==> src/verilog/core_bus_pkg.sv <==
// Datapath and fetch bus constants, imported by the core modules and the testbench
`default_nettype none

package core_bus_pkg;

	// Data and address widths
	localparam int XLEN   = 32;
	localparam int ADDR_W = 32;

	// First fetch address after reset
	localparam logic [ADDR_W-1:0] RESET_PC = 32'h0000_0100;

	// PC step per instruction
	localparam int INSTR_BYTES = 4;

endpackage : core_bus_pkg

`default_nettype wire

==> src/verilog/riscv_isa_pkg.sv <==
// RV32I instruction set definitions shared by decode, ALU, register file and the testbench
`default_nettype none

package riscv_isa_pkg;

	// Register file geometry
	localparam int REG_COUNT = 32;
	localparam int REG_IDX_W = 5;
	localparam int SHAMT_W   = 5; // Shift amount width, low bits of op_b

	// funct3 groups where funct7 bit 5 selects the alternate function
	localparam logic [2:0] F3_ADD_SUB = 3'b000;
	localparam logic [2:0] F3_SRL_SRA = 3'b101;

	// Major opcodes handled by the core
	typedef enum logic [6:0] {
		OP_REG = 7'b0110011, // Register-register
		OP_IMM = 7'b0010011  // Register-immediate
	} opcode_e;

	// Encoded as {funct7[5], funct3}
	typedef enum logic [3:0] {
		ALU_ADD  = 4'b0000,
		ALU_SLL  = 4'b0001,
		ALU_SLT  = 4'b0010,
		ALU_SLTU = 4'b0011,
		ALU_XOR  = 4'b0100,
		ALU_SRL  = 4'b0101,
		ALU_OR   = 4'b0110,
		ALU_AND  = 4'b0111,
		ALU_SUB  = 4'b1000,
		ALU_SRA  = 4'b1101
	} alu_func_e;

	// R-type field view
	typedef struct packed {
		logic [6:0]           funct7;
		logic [REG_IDX_W-1:0] rs2;
		logic [REG_IDX_W-1:0] rs1;
		logic [2:0]           funct3;
		logic [REG_IDX_W-1:0] rd;
		logic [6:0]           opcode;
	} r_instr_t;

	// I-type field view
	typedef struct packed {
		logic [11:0]          imm12;
		logic [REG_IDX_W-1:0] rs1;
		logic [2:0]           funct3;
		logic [REG_IDX_W-1:0] rd;
		logic [6:0]           opcode;
	} i_instr_t;

	// Same 32-bit word, two decodings
	typedef union packed {
		r_instr_t r;
		i_instr_t i;
	} instr_u;

endpackage : riscv_isa_pkg

`default_nettype wire
==> src/verilog/exec_core.sv <==
// Top of the single-issue execute core, fetch over Wishbone classic and report each writeback
`default_nettype none

module exec_core import riscv_isa_pkg::*, core_bus_pkg::*; (
	input  wire logic                 clk,
	input  wire logic                 rst,
	input  wire logic                 wb_ack,
	input  wire logic [XLEN-1:0]      wb_dat,
	output logic                      wb_cyc,
	output logic                      wb_stb,
	output logic      [ADDR_W-1:0]    wb_adr,
	output logic                      retire_valid,
	output logic      [ADDR_W-1:0]    retire_pc,
	output logic      [REG_IDX_W-1:0] retire_rd,
	output logic      [XLEN-1:0]      retire_data
);

	logic [XLEN-1:0]      instr;
	logic                 instr_valid;
	logic [ADDR_W-1:0]    pc;
	logic [REG_IDX_W-1:0] rs1_idx;
	logic [REG_IDX_W-1:0] rs2_idx;
	logic [REG_IDX_W-1:0] rd_idx;
	alu_func_e            alu_func;
	logic [XLEN-1:0]      imm;
	logic                 use_imm;
	logic                 rd_we; // Already qualified by instr_valid
	logic [XLEN-1:0]      rs1_data;
	logic [XLEN-1:0]      rs2_data;
	logic [XLEN-1:0]      op_b;
	logic [XLEN-1:0]      result;

	instr_fetch fetch_inst (
		.clk, .rst, .wb_ack, .wb_dat,
		.wb_cyc, .wb_stb, .wb_adr,
		.instr, .instr_valid, .pc
	);

	instr_decode decode_inst (
		.instr, .instr_valid,
		.rs1_idx, .rs2_idx, .rd_idx,
		.alu_func, .imm, .use_imm,
		.wr_en (rd_we)
	);

	reg_file regs_inst (
		.clk, .rst,
		.rs1_idx, .rs2_idx, .rd_idx,
		.rd_data (result),
		.rd_we,
		.rs1_data, .rs2_data
	);

	assign op_b = use_imm ? imm : rs2_data; // Immediate or second source

	int_alu alu_inst (
		.op_a (rs1_data),
		.op_b,
		.alu_func,
		.result
	);

	// Retire in the same cycle as the write, x0 included
	assign retire_valid = rd_we;
	assign retire_pc    = pc;
	assign retire_rd    = rd_idx;
	assign retire_data  = result;

endmodule : exec_core

`default_nettype wire

==> src/verilog/int_alu.sv <==
// Combinational integer ALU covering the RV32I register and immediate arithmetic functions
`default_nettype none

module int_alu import riscv_isa_pkg::*, core_bus_pkg::*; (
	input  wire logic [XLEN-1:0] op_a,
	input  wire logic [XLEN-1:0] op_b,
	input  wire alu_func_e       alu_func,
	output logic      [XLEN-1:0] result
);

	logic [SHAMT_W-1:0] shamt;
	logic               lt_signed;
	logic               lt_unsigned;

	assign shamt       = op_b[SHAMT_W-1:0]; // Only the low bits count
	assign lt_signed   = $signed(op_a) < $signed(op_b);
	assign lt_unsigned = op_a < op_b;

	always_comb begin
		case (alu_func)
			ALU_ADD:  result = op_a + op_b;
			ALU_SUB:  result = op_a - op_b;
			ALU_SLL:  result = op_a << shamt;
			ALU_SLT:  result = {{(XLEN-1){1'b0}}, lt_signed};
			ALU_SLTU: result = {{(XLEN-1){1'b0}}, lt_unsigned};
			ALU_XOR:  result = op_a ^ op_b;
			ALU_SRL:  result = op_a >> shamt;
			ALU_SRA:  result = $signed(op_a) >>> shamt; // Sign fill
			ALU_OR:   result = op_a | op_b;
			ALU_AND:  result = op_a & op_b;
			default:  result = '0;
		endcase
	end

endmodule : int_alu

`default_nettype wire

==> src/verilog/reg_file.sv <==
// 32 x 32 integer register file, two combinational reads and one clocked write, x0 reads zero
`default_nettype none

module reg_file import riscv_isa_pkg::*, core_bus_pkg::*; (
	input  wire logic                 clk,
	input  wire logic                 rst,
	input  wire logic [REG_IDX_W-1:0] rs1_idx,
	input  wire logic [REG_IDX_W-1:0] rs2_idx,
	input  wire logic [REG_IDX_W-1:0] rd_idx,
	input  wire logic [XLEN-1:0]      rd_data,
	input  wire logic                 rd_we,
	output logic      [XLEN-1:0]      rs1_data,
	output logic      [XLEN-1:0]      rs2_data
);

	logic [XLEN-1:0] regs [REG_COUNT];

	always_ff @(posedge clk) begin
		if (rst) begin
			for (int i = 0; i < REG_COUNT; i++)
				regs[i] <= '0;
		end else if (rd_we && rd_idx != '0) begin
			regs[rd_idx] <= rd_data; // Writes to x0 dropped
		end
	end

	// Read ports
	assign rs1_data = (rs1_idx == '0) ? '0 : regs[rs1_idx];
	assign rs2_data = (rs2_idx == '0) ? '0 : regs[rs2_idx];

endmodule : reg_file

`default_nettype wire

==> src/verilog/instr_decode.sv <==
// Combinational decode of OP and OP-IMM words into ALU function, register indices and immediate
`default_nettype none

module instr_decode import riscv_isa_pkg::*, core_bus_pkg::*; (
	input  wire logic [XLEN-1:0]      instr,
	input  wire logic                 instr_valid,
	output logic      [REG_IDX_W-1:0] rs1_idx,
	output logic      [REG_IDX_W-1:0] rs2_idx,
	output logic      [REG_IDX_W-1:0] rd_idx,
	output alu_func_e                 alu_func,
	output logic      [XLEN-1:0]      imm,
	output logic                      use_imm,
	output logic                      wr_en
);

	instr_u word;
	logic   known_op; // OP or OP-IMM
	logic   alt_bit;  // funct7 bit 5 where it selects SUB or SRA
	logic   [2:0] funct3;

	assign word = instr;

	always_comb begin
		rs1_idx  = word.r.rs1;
		rs2_idx  = word.r.rs2;
		rd_idx   = word.r.rd;
		funct3   = word.r.funct3;
		imm      = {{(XLEN-12){word.i.imm12[11]}}, word.i.imm12}; // Sign extend
		use_imm  = 1'b0;
		known_op = 1'b0;
		alt_bit  = 1'b0;

		case (word.r.opcode)
			OP_REG: begin
				known_op = 1'b1;
				if (funct3 == F3_ADD_SUB || funct3 == F3_SRL_SRA)
					alt_bit = word.r.funct7[5];
			end
			OP_IMM: begin
				known_op = 1'b1;
				use_imm  = 1'b1;
				// No SUBI, only SRAI reads the upper immediate bit
				if (word.i.funct3 == F3_SRL_SRA)
					alt_bit = word.i.imm12[10];
			end
			default: begin
				known_op = 1'b0; // Skipped, no writeback
			end
		endcase

		alu_func = alu_func_e'({alt_bit, funct3});
	end

	// Only a word that is actually being executed writes back
	assign wr_en = instr_valid && known_op;

endmodule : instr_decode

`default_nettype wire

==> src/verilog/instr_fetch.sv <==
// Wishbone classic fetch master, one read per instruction, hands the word to decode
`default_nettype none

module instr_fetch import core_bus_pkg::*; (
	input  wire logic              clk,
	input  wire logic              rst,
	input  wire logic              wb_ack,
	input  wire logic [XLEN-1:0]   wb_dat,
	output logic                   wb_cyc,
	output logic                   wb_stb,
	output logic      [ADDR_W-1:0] wb_adr,
	output logic      [XLEN-1:0]   instr,
	output logic                   instr_valid,
	output logic      [ADDR_W-1:0] pc
);

	typedef enum logic {
		FETCH,   // Bus cycle open, waiting for ack
		EXECUTE  // Word held for one cycle, also the idle state out of reset
	} fetch_state_e;

	fetch_state_e state;
	logic         cyc_stb; // cyc and stb always move together

	always_ff @(posedge clk) begin
		if (rst) begin
			state       <= EXECUTE;
			cyc_stb     <= 1'b0;
			instr_valid <= 1'b0;
			pc          <= RESET_PC;
		end else begin
			case (state)
				FETCH: begin
					if (wb_ack) begin
						cyc_stb     <= 1'b0;
						instr_valid <= 1'b1;
						state       <= EXECUTE;
					end
				end
				EXECUTE: begin
					// Step past the word just executed, none after reset
					if (instr_valid)
						pc <= pc + ADDR_W'(INSTR_BYTES);
					instr_valid <= 1'b0;
					cyc_stb     <= 1'b1;
					state       <= FETCH;
				end
				default: state <= EXECUTE;
			endcase
		end
	end

	// Instruction word, captured on ack
	always_ff @(posedge clk) begin
		if (state == FETCH && wb_ack)
			instr <= wb_dat;
	end

	assign wb_cyc = cyc_stb;
	assign wb_stb = cyc_stb;
	assign wb_adr = pc; // Stable for the whole bus cycle

endmodule : instr_fetch

`default_nettype wire

==> config.mk <==
export PLATFORM = sky130hd
export DESIGN_NAME = exec_core
export DESIGN_NICKNAME = d
export VERILOG_FILES = /design/src/verilog/core_bus_pkg.sv /design/src/verilog/riscv_isa_pkg.sv /design/src/verilog/exec_core.sv /design/src/verilog/int_alu.sv /design/src/verilog/reg_file.sv /design/src/verilog/instr_decode.sv /design/src/verilog/instr_fetch.sv
export SDC_FILE = /design/constraint.sdc
export NUM_CORES = 2
export LEC_CHECK = 0
export BUFFER_PORTS_ARGS = -buffer_cell sky130_fd_sc_hd__buf_2
export CORE_MARGIN = 3
export CORE_UTILIZATION = 42
export CTS_CLUSTER_DIAMETER = 120
export DETAILED_ROUTE_END_ITERATION = 12
export PLACE_DENSITY_LB_ADDON = 0.15
export SYNTH_ARGS = -nofsm -noshare
export SYNTH_HDL_FRONTEND = slang
export SYNTH_HIERARCHICAL = 1
export SYNTH_SLANG_ARGS = --single-unit
==> constraint.sdc <==
create_clock -name clk -period 8.7 [get_ports clk]
set_clock_uncertainty 0.15 [all_clocks]
set_input_delay 1.305 -clock clk [delete_from_list [all_inputs] [get_ports clk]]
set_output_delay 1.305 -clock clk [all_outputs]
set_load 0.005 [all_outputs]
Yosys cells after proc, flatten, opt, wreduce, memory -nomap -nowiden --
Memory sizes are Yosys's and may differ from the RTL's. A register that Yosys moved wholly into a read port is not among the register bits. Cells that the tools add are included.
Cells by class: multiplexer cells 25, reduce and logical (&&, ||, !) cells 12, bitwise gates (word level) 4, equal/unequal tests 13, order comparisons 2, add/sub/neg operators 3, shift-type cells 3
Operators by type and width (count):
- case mux 32 bit (10 select lines) | 1
- 2-to-1 mux 32 bit | 4
- less-than comparator 32 bit | 2
- adder 32 x 3 -> 32 bit, second input constant | 1
- adder 32 bit | 1
- bitwise AND 32 bit | 1
- bitwise OR 32 bit | 1
- OR reduction 32 bit | 1
- left shift 32 x 5 -> 32 bit | 1
- right shift 32 x 5 -> 32 bit | 1
- >>> shifter 32 x 5 -> 32 bit | 1
- subtractor 32 bit | 1
- XOR 32 bit | 1
- equality test 4 x 3 -> 1 bit, second input constant | 4
- 2-to-1 mux 5 bit | 3
- 2-to-1 mux 1 bit | 13
- zero test 5 bit | 2
- equality test 4 x 2 -> 1 bit, second input constant | 2
- equality test 4 bit, second input constant | 2
- case mux 1 bit (2 select lines) | 4
- equality test 7 x 5 -> 1 bit, second input constant | 1
- equality test 7 x 6 -> 1 bit, second input constant | 1
- nonzero test 5 bit | 1
- equality test 4 x 1 -> 1 bit, second input constant | 1
- other kinds (9) | 11
Word-level totals: bits in writable memories 1024, flip-flop bits (word level) 67, memories kept 1
Memories:
- regs_inst.regs | words 32, width 32, read ports 2, clocked after memory_dff 2, write ports 32, line reg_file.sv:16 | logic [XLEN-1:0] regs [REG_COUNT];

Logic depth before layout (Yosys ltp) --
depth after elaboration 10, depth in mapped cells 27

Hierarchy --
The synthesis kept the hierarchy.
By module, submodules not included:
- reg_file | times used 1, area each 54253.3 um^2, cells each 3502
- int_alu | times used 1, area each 8669.6 um^2, cells each 1268
- instr_fetch | times used 1, area each 2750.1 um^2, cells each 242
- exec_core | times used 1, area each 544.3 um^2, cells each 36
- instr_decode | times used 1, area each 441.7 um^2, cells each 58

Worst setup path before layout --
Ideal clock, no wire load.
path kind register to output, from register fetch_inst.instr[22], to output retire_data[24], setup slack 1691 ps, required time 7245 ps, arrival time 5554 ps, stages on the path, launching flop included 24, buffers on the path 7, cell sequence edfxtp_1 buf_4 buf_2 buf_2 clkbuf_1 mux4_2 a22o_1 a2111oi_0 nor3_1 mux2_4 inv_1 buf_1 clkbuf_1 buf_2 ha_1 nor2b_1 o31ai_1 a21oi_1 o21ai_0 a21oi_1 a21oi_1 a2bb2oi_1 nor2_1 a2111o_1
On the way: word-level cells in the longest chain between the ends 5
Ends and longest elaborated chain:
- start: declaration | line instr_fetch.sv:12 | output logic [XLEN-1:0] instr,
- start signal: assignment | line instr_fetch.sv:56 | instr <= wb_dat;
- zero test 5 bit (*) | line reg_file.sv:29 | assign rs2_data = (rs2_idx == '0) ? '0 : regs[rs2_idx];
- 2-to-1 mux 32 bit (*) | line reg_file.sv:29
- net rs2_data[2] | line exec_core.sv:29 | logic [XLEN-1:0] rs2_data;
- 2-to-1 mux 32 bit (*) | line exec_core.sv:54 | assign op_b = use_imm ? imm : rs2_data;
- net op_b[2] | line exec_core.sv:30 | logic [XLEN-1:0] op_b;
- subtractor 32 bit (tied with other cells) | line int_alu.sv:22 | ALU_SUB: result = op_a - op_b;
- case mux 32 bit (10 select lines) (*) | line int_alu.sv:20 | case (alu_func)
- end: declaration | line exec_core.sv:15 | output logic [XLEN-1:0] retire_data
The timed path passes the listed nets; every way through them passes the cells marked *.

Worst setup path after layout --
from register fetch_inst.instr[15], to output retire_data[29]
On the way: word-level cells in the longest chain between the ends 4
Ends and longest elaborated chain:
- zero test 5 bit (*) | line reg_file.sv:28 | assign rs1_data = (rs1_idx == '0) ? '0 : regs[rs1_idx];
- 2-to-1 mux 32 bit (*) | line reg_file.sv:28
- net rs1_data[6] | line exec_core.sv:28 | logic [XLEN-1:0] rs1_data;
- subtractor 32 bit (tied with other cells) | line int_alu.sv:22
- case mux 32 bit (10 select lines) (*) | line int_alu.sv:20
Marked as above.

==> flow_summary.yaml <==
synthesis:
  synth-simple-area-share_pct: 14.6
  synth_top_family_by_area: "multiplexers"
  netlist_top_cells_area: "edfxtp_1 48%, mux4_2 18%, and2_1 9.4%"
  synthAdderAreaFrac_pct: 1.92
  ys_types: 96
  synth_ff_type: "edfxtp_1"
  synth_compound_area_share_pct: 7.52
  synth_area_per_cell_um2: 13.1
  ys_warn_count: 6
  synth_top_area_share_pct: 47.6
  synth_edf_count: 1056
  yosysTopAreaCell: "edfxtp_1"
  ys_async_sr_fraction_pct: 0
  ys_ff_latch: 1089
  muxShareOfSynthArea_pct: 22.0
  synth-xor-area-share_pct: 0.289
  synth_cells: 5106
  synth-seq-area-share_pct: 48.6
  syn-cell-area_um2: 66700
cts:
  htreeDepth: 4
  cts.reportedPaths.clkPinSlew_ps: 60
  clock_path_buffers: 3
  hold_buffers: 0
  cts.sinks: 1089
  root_buffer: "clkbuf_16"
  cts_tree: "yes"
  cts_buffers: 130
  clock_latency_ps: 800
placed_design:
  dp_hpwl_mm: 176
  port_buffers: 134
  dpl.cell_count: 7066
  place.gp.congestion: 0.982
power:
  leakagePower_nw: 27.4
  p_per_area_nw_per_um2: 191
  peakVddDrop_mv: 0.204
global_routing:
  grt_pass1_wl_mm: 370
  grt_antenna_before_repair: 25
  grtUsageTotal_pct: 32.2
  overflow: 0
  grt_max_degree: 78
  grt_pass1_vias: 46515
final_layout:
  multi_input_comb_area_um2: 31600
  layout-drive-gt1-share_pct: 26.0
  final_core_util_pct: 47.5
  fin_cells: 7301
  fin_nets: 5279
  seq_area_um2: 32400
  layout_common_cells: "1056 x edfxtp_1, 1000 x and2_1, 524 x mux4_2"
  fillers: 13697
  final_common_cell: "edfxtp_1"
  syn_to_final_growth_pct: 11.8
critical_path:
  path_cells: "buf_12, buf_4, mux4_2, o22ai_1, nor3_1, inv_1, ha_1, inv_1, o21ai_0, a2111oi_0, o22ai_2, o2111ai_1, and3_1, a311o_1, mux2i_1, o21ai_2, buf_2"
  worstSetupEndpointType: "output pin"
  crit_fanout: 13
  path_buf_inv: 5
  slowest_delay_ps: 1080
  critPathTopFamily: "compound AO/OA/AOI/OAI gates"
  criticalPathCategory: "flip-flop to output pin"
  startpoint_type: "flip-flop"
  crit_top_cell: "inv_1"
  arrival_ps: 7300
  slowest_stage: "nor3_1"
  crit_required_ps: 7240
timing:
  final.period_utilization_pct: 101
  maxSlewViolCount: 3
  period_minus_slack_ps: 8760
  worstMarginPinSlew_ps: 1510
  relSlewSlack_pct: -0.791
  timing.final.ws_setup_ps: -56.5
  grt_setup_unrepaired: "yes"
  fmax_ghz: 0.114
  setup_viol: 1
  finalHoldViolCount: 0
routing:
  first_iter_violations: 7031
  wl_per_cell_um: 36.5
  post-route-drc-count: 0
  detail-route-antenna-nets: 0
  via_count: 47874
  routed_via_density: 6.56
  routed_wl_mm: 266
  dr.pass1.iters: 6
floorplan:
  die_w_um: 404
  dieArea_um2: 164000
  core_um2: 157000
  rows: 145
  die_h_um: 404
  io_pins: 139
  initial_core_util_pct: 42.5
outcome:
  violations: "capacitance limit, slew limit, setup timing"
  status: "finished with violations"
run:
  maxCapViolCount: 1
worst_hold_path:
  hold_path.class: "flip-flop to flip-flop"
## path summary, 6_finish.rpt
kind	startpoint	end	slack (ps)	depth (start not counted)
max	fetch_inst/instr[15]$_DFFE_PP_	retire_data[29]	-60	17
min	fetch_inst/pc[28]$_SDFFE_PP0P_	fetch_inst/pc[28]$_SDFFE_PP0P_	360	2
max reg2reg	fetch_inst/instr[15]$_DFFE_PP_	regs_inst/regs[10][29]$_SDFFCE_PN0P_	1450	18
min reg2reg	fetch_inst/pc[28]$_SDFFE_PP0P_	fetch_inst/pc[28]$_SDFFE_PP0P_	360	2
## repair_timing
| action | CTS | global route |
|---|---|---|
| setup buffers | 0 | 3 |
| resized for setup | 6 | 18 |
| setup endpoints to repair | 4 | 11 |
## through the flow
step	cell area, µm²	hold slack [ps]	power (mW)	TNS [ps]	setup slack (ps)
3_5_place_dp	70200	354	8.84	0	763
3_3_place_gp	70200	332	8.84	0	753
4_1_cts	74400	365	14.3	0	17.8
6_report	74500	363	14.3	-56.5	-56.5
5_1_grt	74500	389	14.7	-8.64	-8.64
2_1_floorplan	66800	333	7.64	0	1690
## worst register-to-register path, stage by stage, from the launching register on
cell,delay (ps)
edfxtp_1,870
buf_12,290
buf_4,300
mux4_2,370
o22ai_1,170
nor3_1,1090
inv_1,160
ha_1,430
inv_1,150
o21ai_0,120
a2111oi_0,510
o22ai_2,280
o2111ai_1,430
and3_1,260
a311o_1,200
mux2i_1,90
o21ai_2,570
buf_4,470
and2_1,200
## sequential cells by signal, indices dropped and copies added (netlist names)
register	count
fetch_inst/pc	30
fetch_inst/wb_cyc	1
regs_inst/regs	1024
fetch_inst/state	1
fetch_inst/instr_valid	1
fetch_inst/instr	32
## power breakdown
part           total (mW)  internal (mW)  switching, mW  leakage [nW]
Clock                5.44           3.14           2.30          2.03
Sequential           6.03           5.92          0.110          11.1
Combinational        2.78          0.931           1.85          14.3
## layout make-up
type	count	area share, %
sequential	1089	43.4
multi-input combinational	3371	42.3
clock buffer	160	4.65
timing repair buffer	450	4.64
tap	2058	3.45
clock inverter	66	0.953
inverter	101	0.509
antenna	6	0.0201
## logic make-up (layout without fill, tap and decap cells)
logic type               Yosys count  after routing
buffers and inverters            680            777
multiplexers                     783            783
AND/OR/NAND/NOR                 1697           1697
other                              2             42
AO/OA/AOI/OAI                    732            732
XOR/XNOR                          22             22
flip-flops                      1089           1089
adder cells (fa/ha/maj)          101            101
## metal layers
metal / track usage, % / up-vias / share of wire, %
li1: - / 19489 / -
met1: 45.1 / 24745 / 40
met2: 49.0 / 3105 / 45
met3: 6.43 / 527 / 11
met4: 13.6 / 8 / 4.9
met5: 0 / - / 0.016
## Yosys cell counts (43+ instances only)
master,number
edfxtp_1,1056
and2_1,1001
mux4_2,524
clkbuf_1,335
nor2_1,201
mux2i_1,180
a21oi_1,146
nand2_1,131
buf_4,128
o21ai_0,124
o22ai_1,113
nor3_1,101
ha_1,99
inv_1,97
buf_2,66
a22o_1,52
mux2_2,43
No activity file was read; power rests on OpenSTA's default activity.
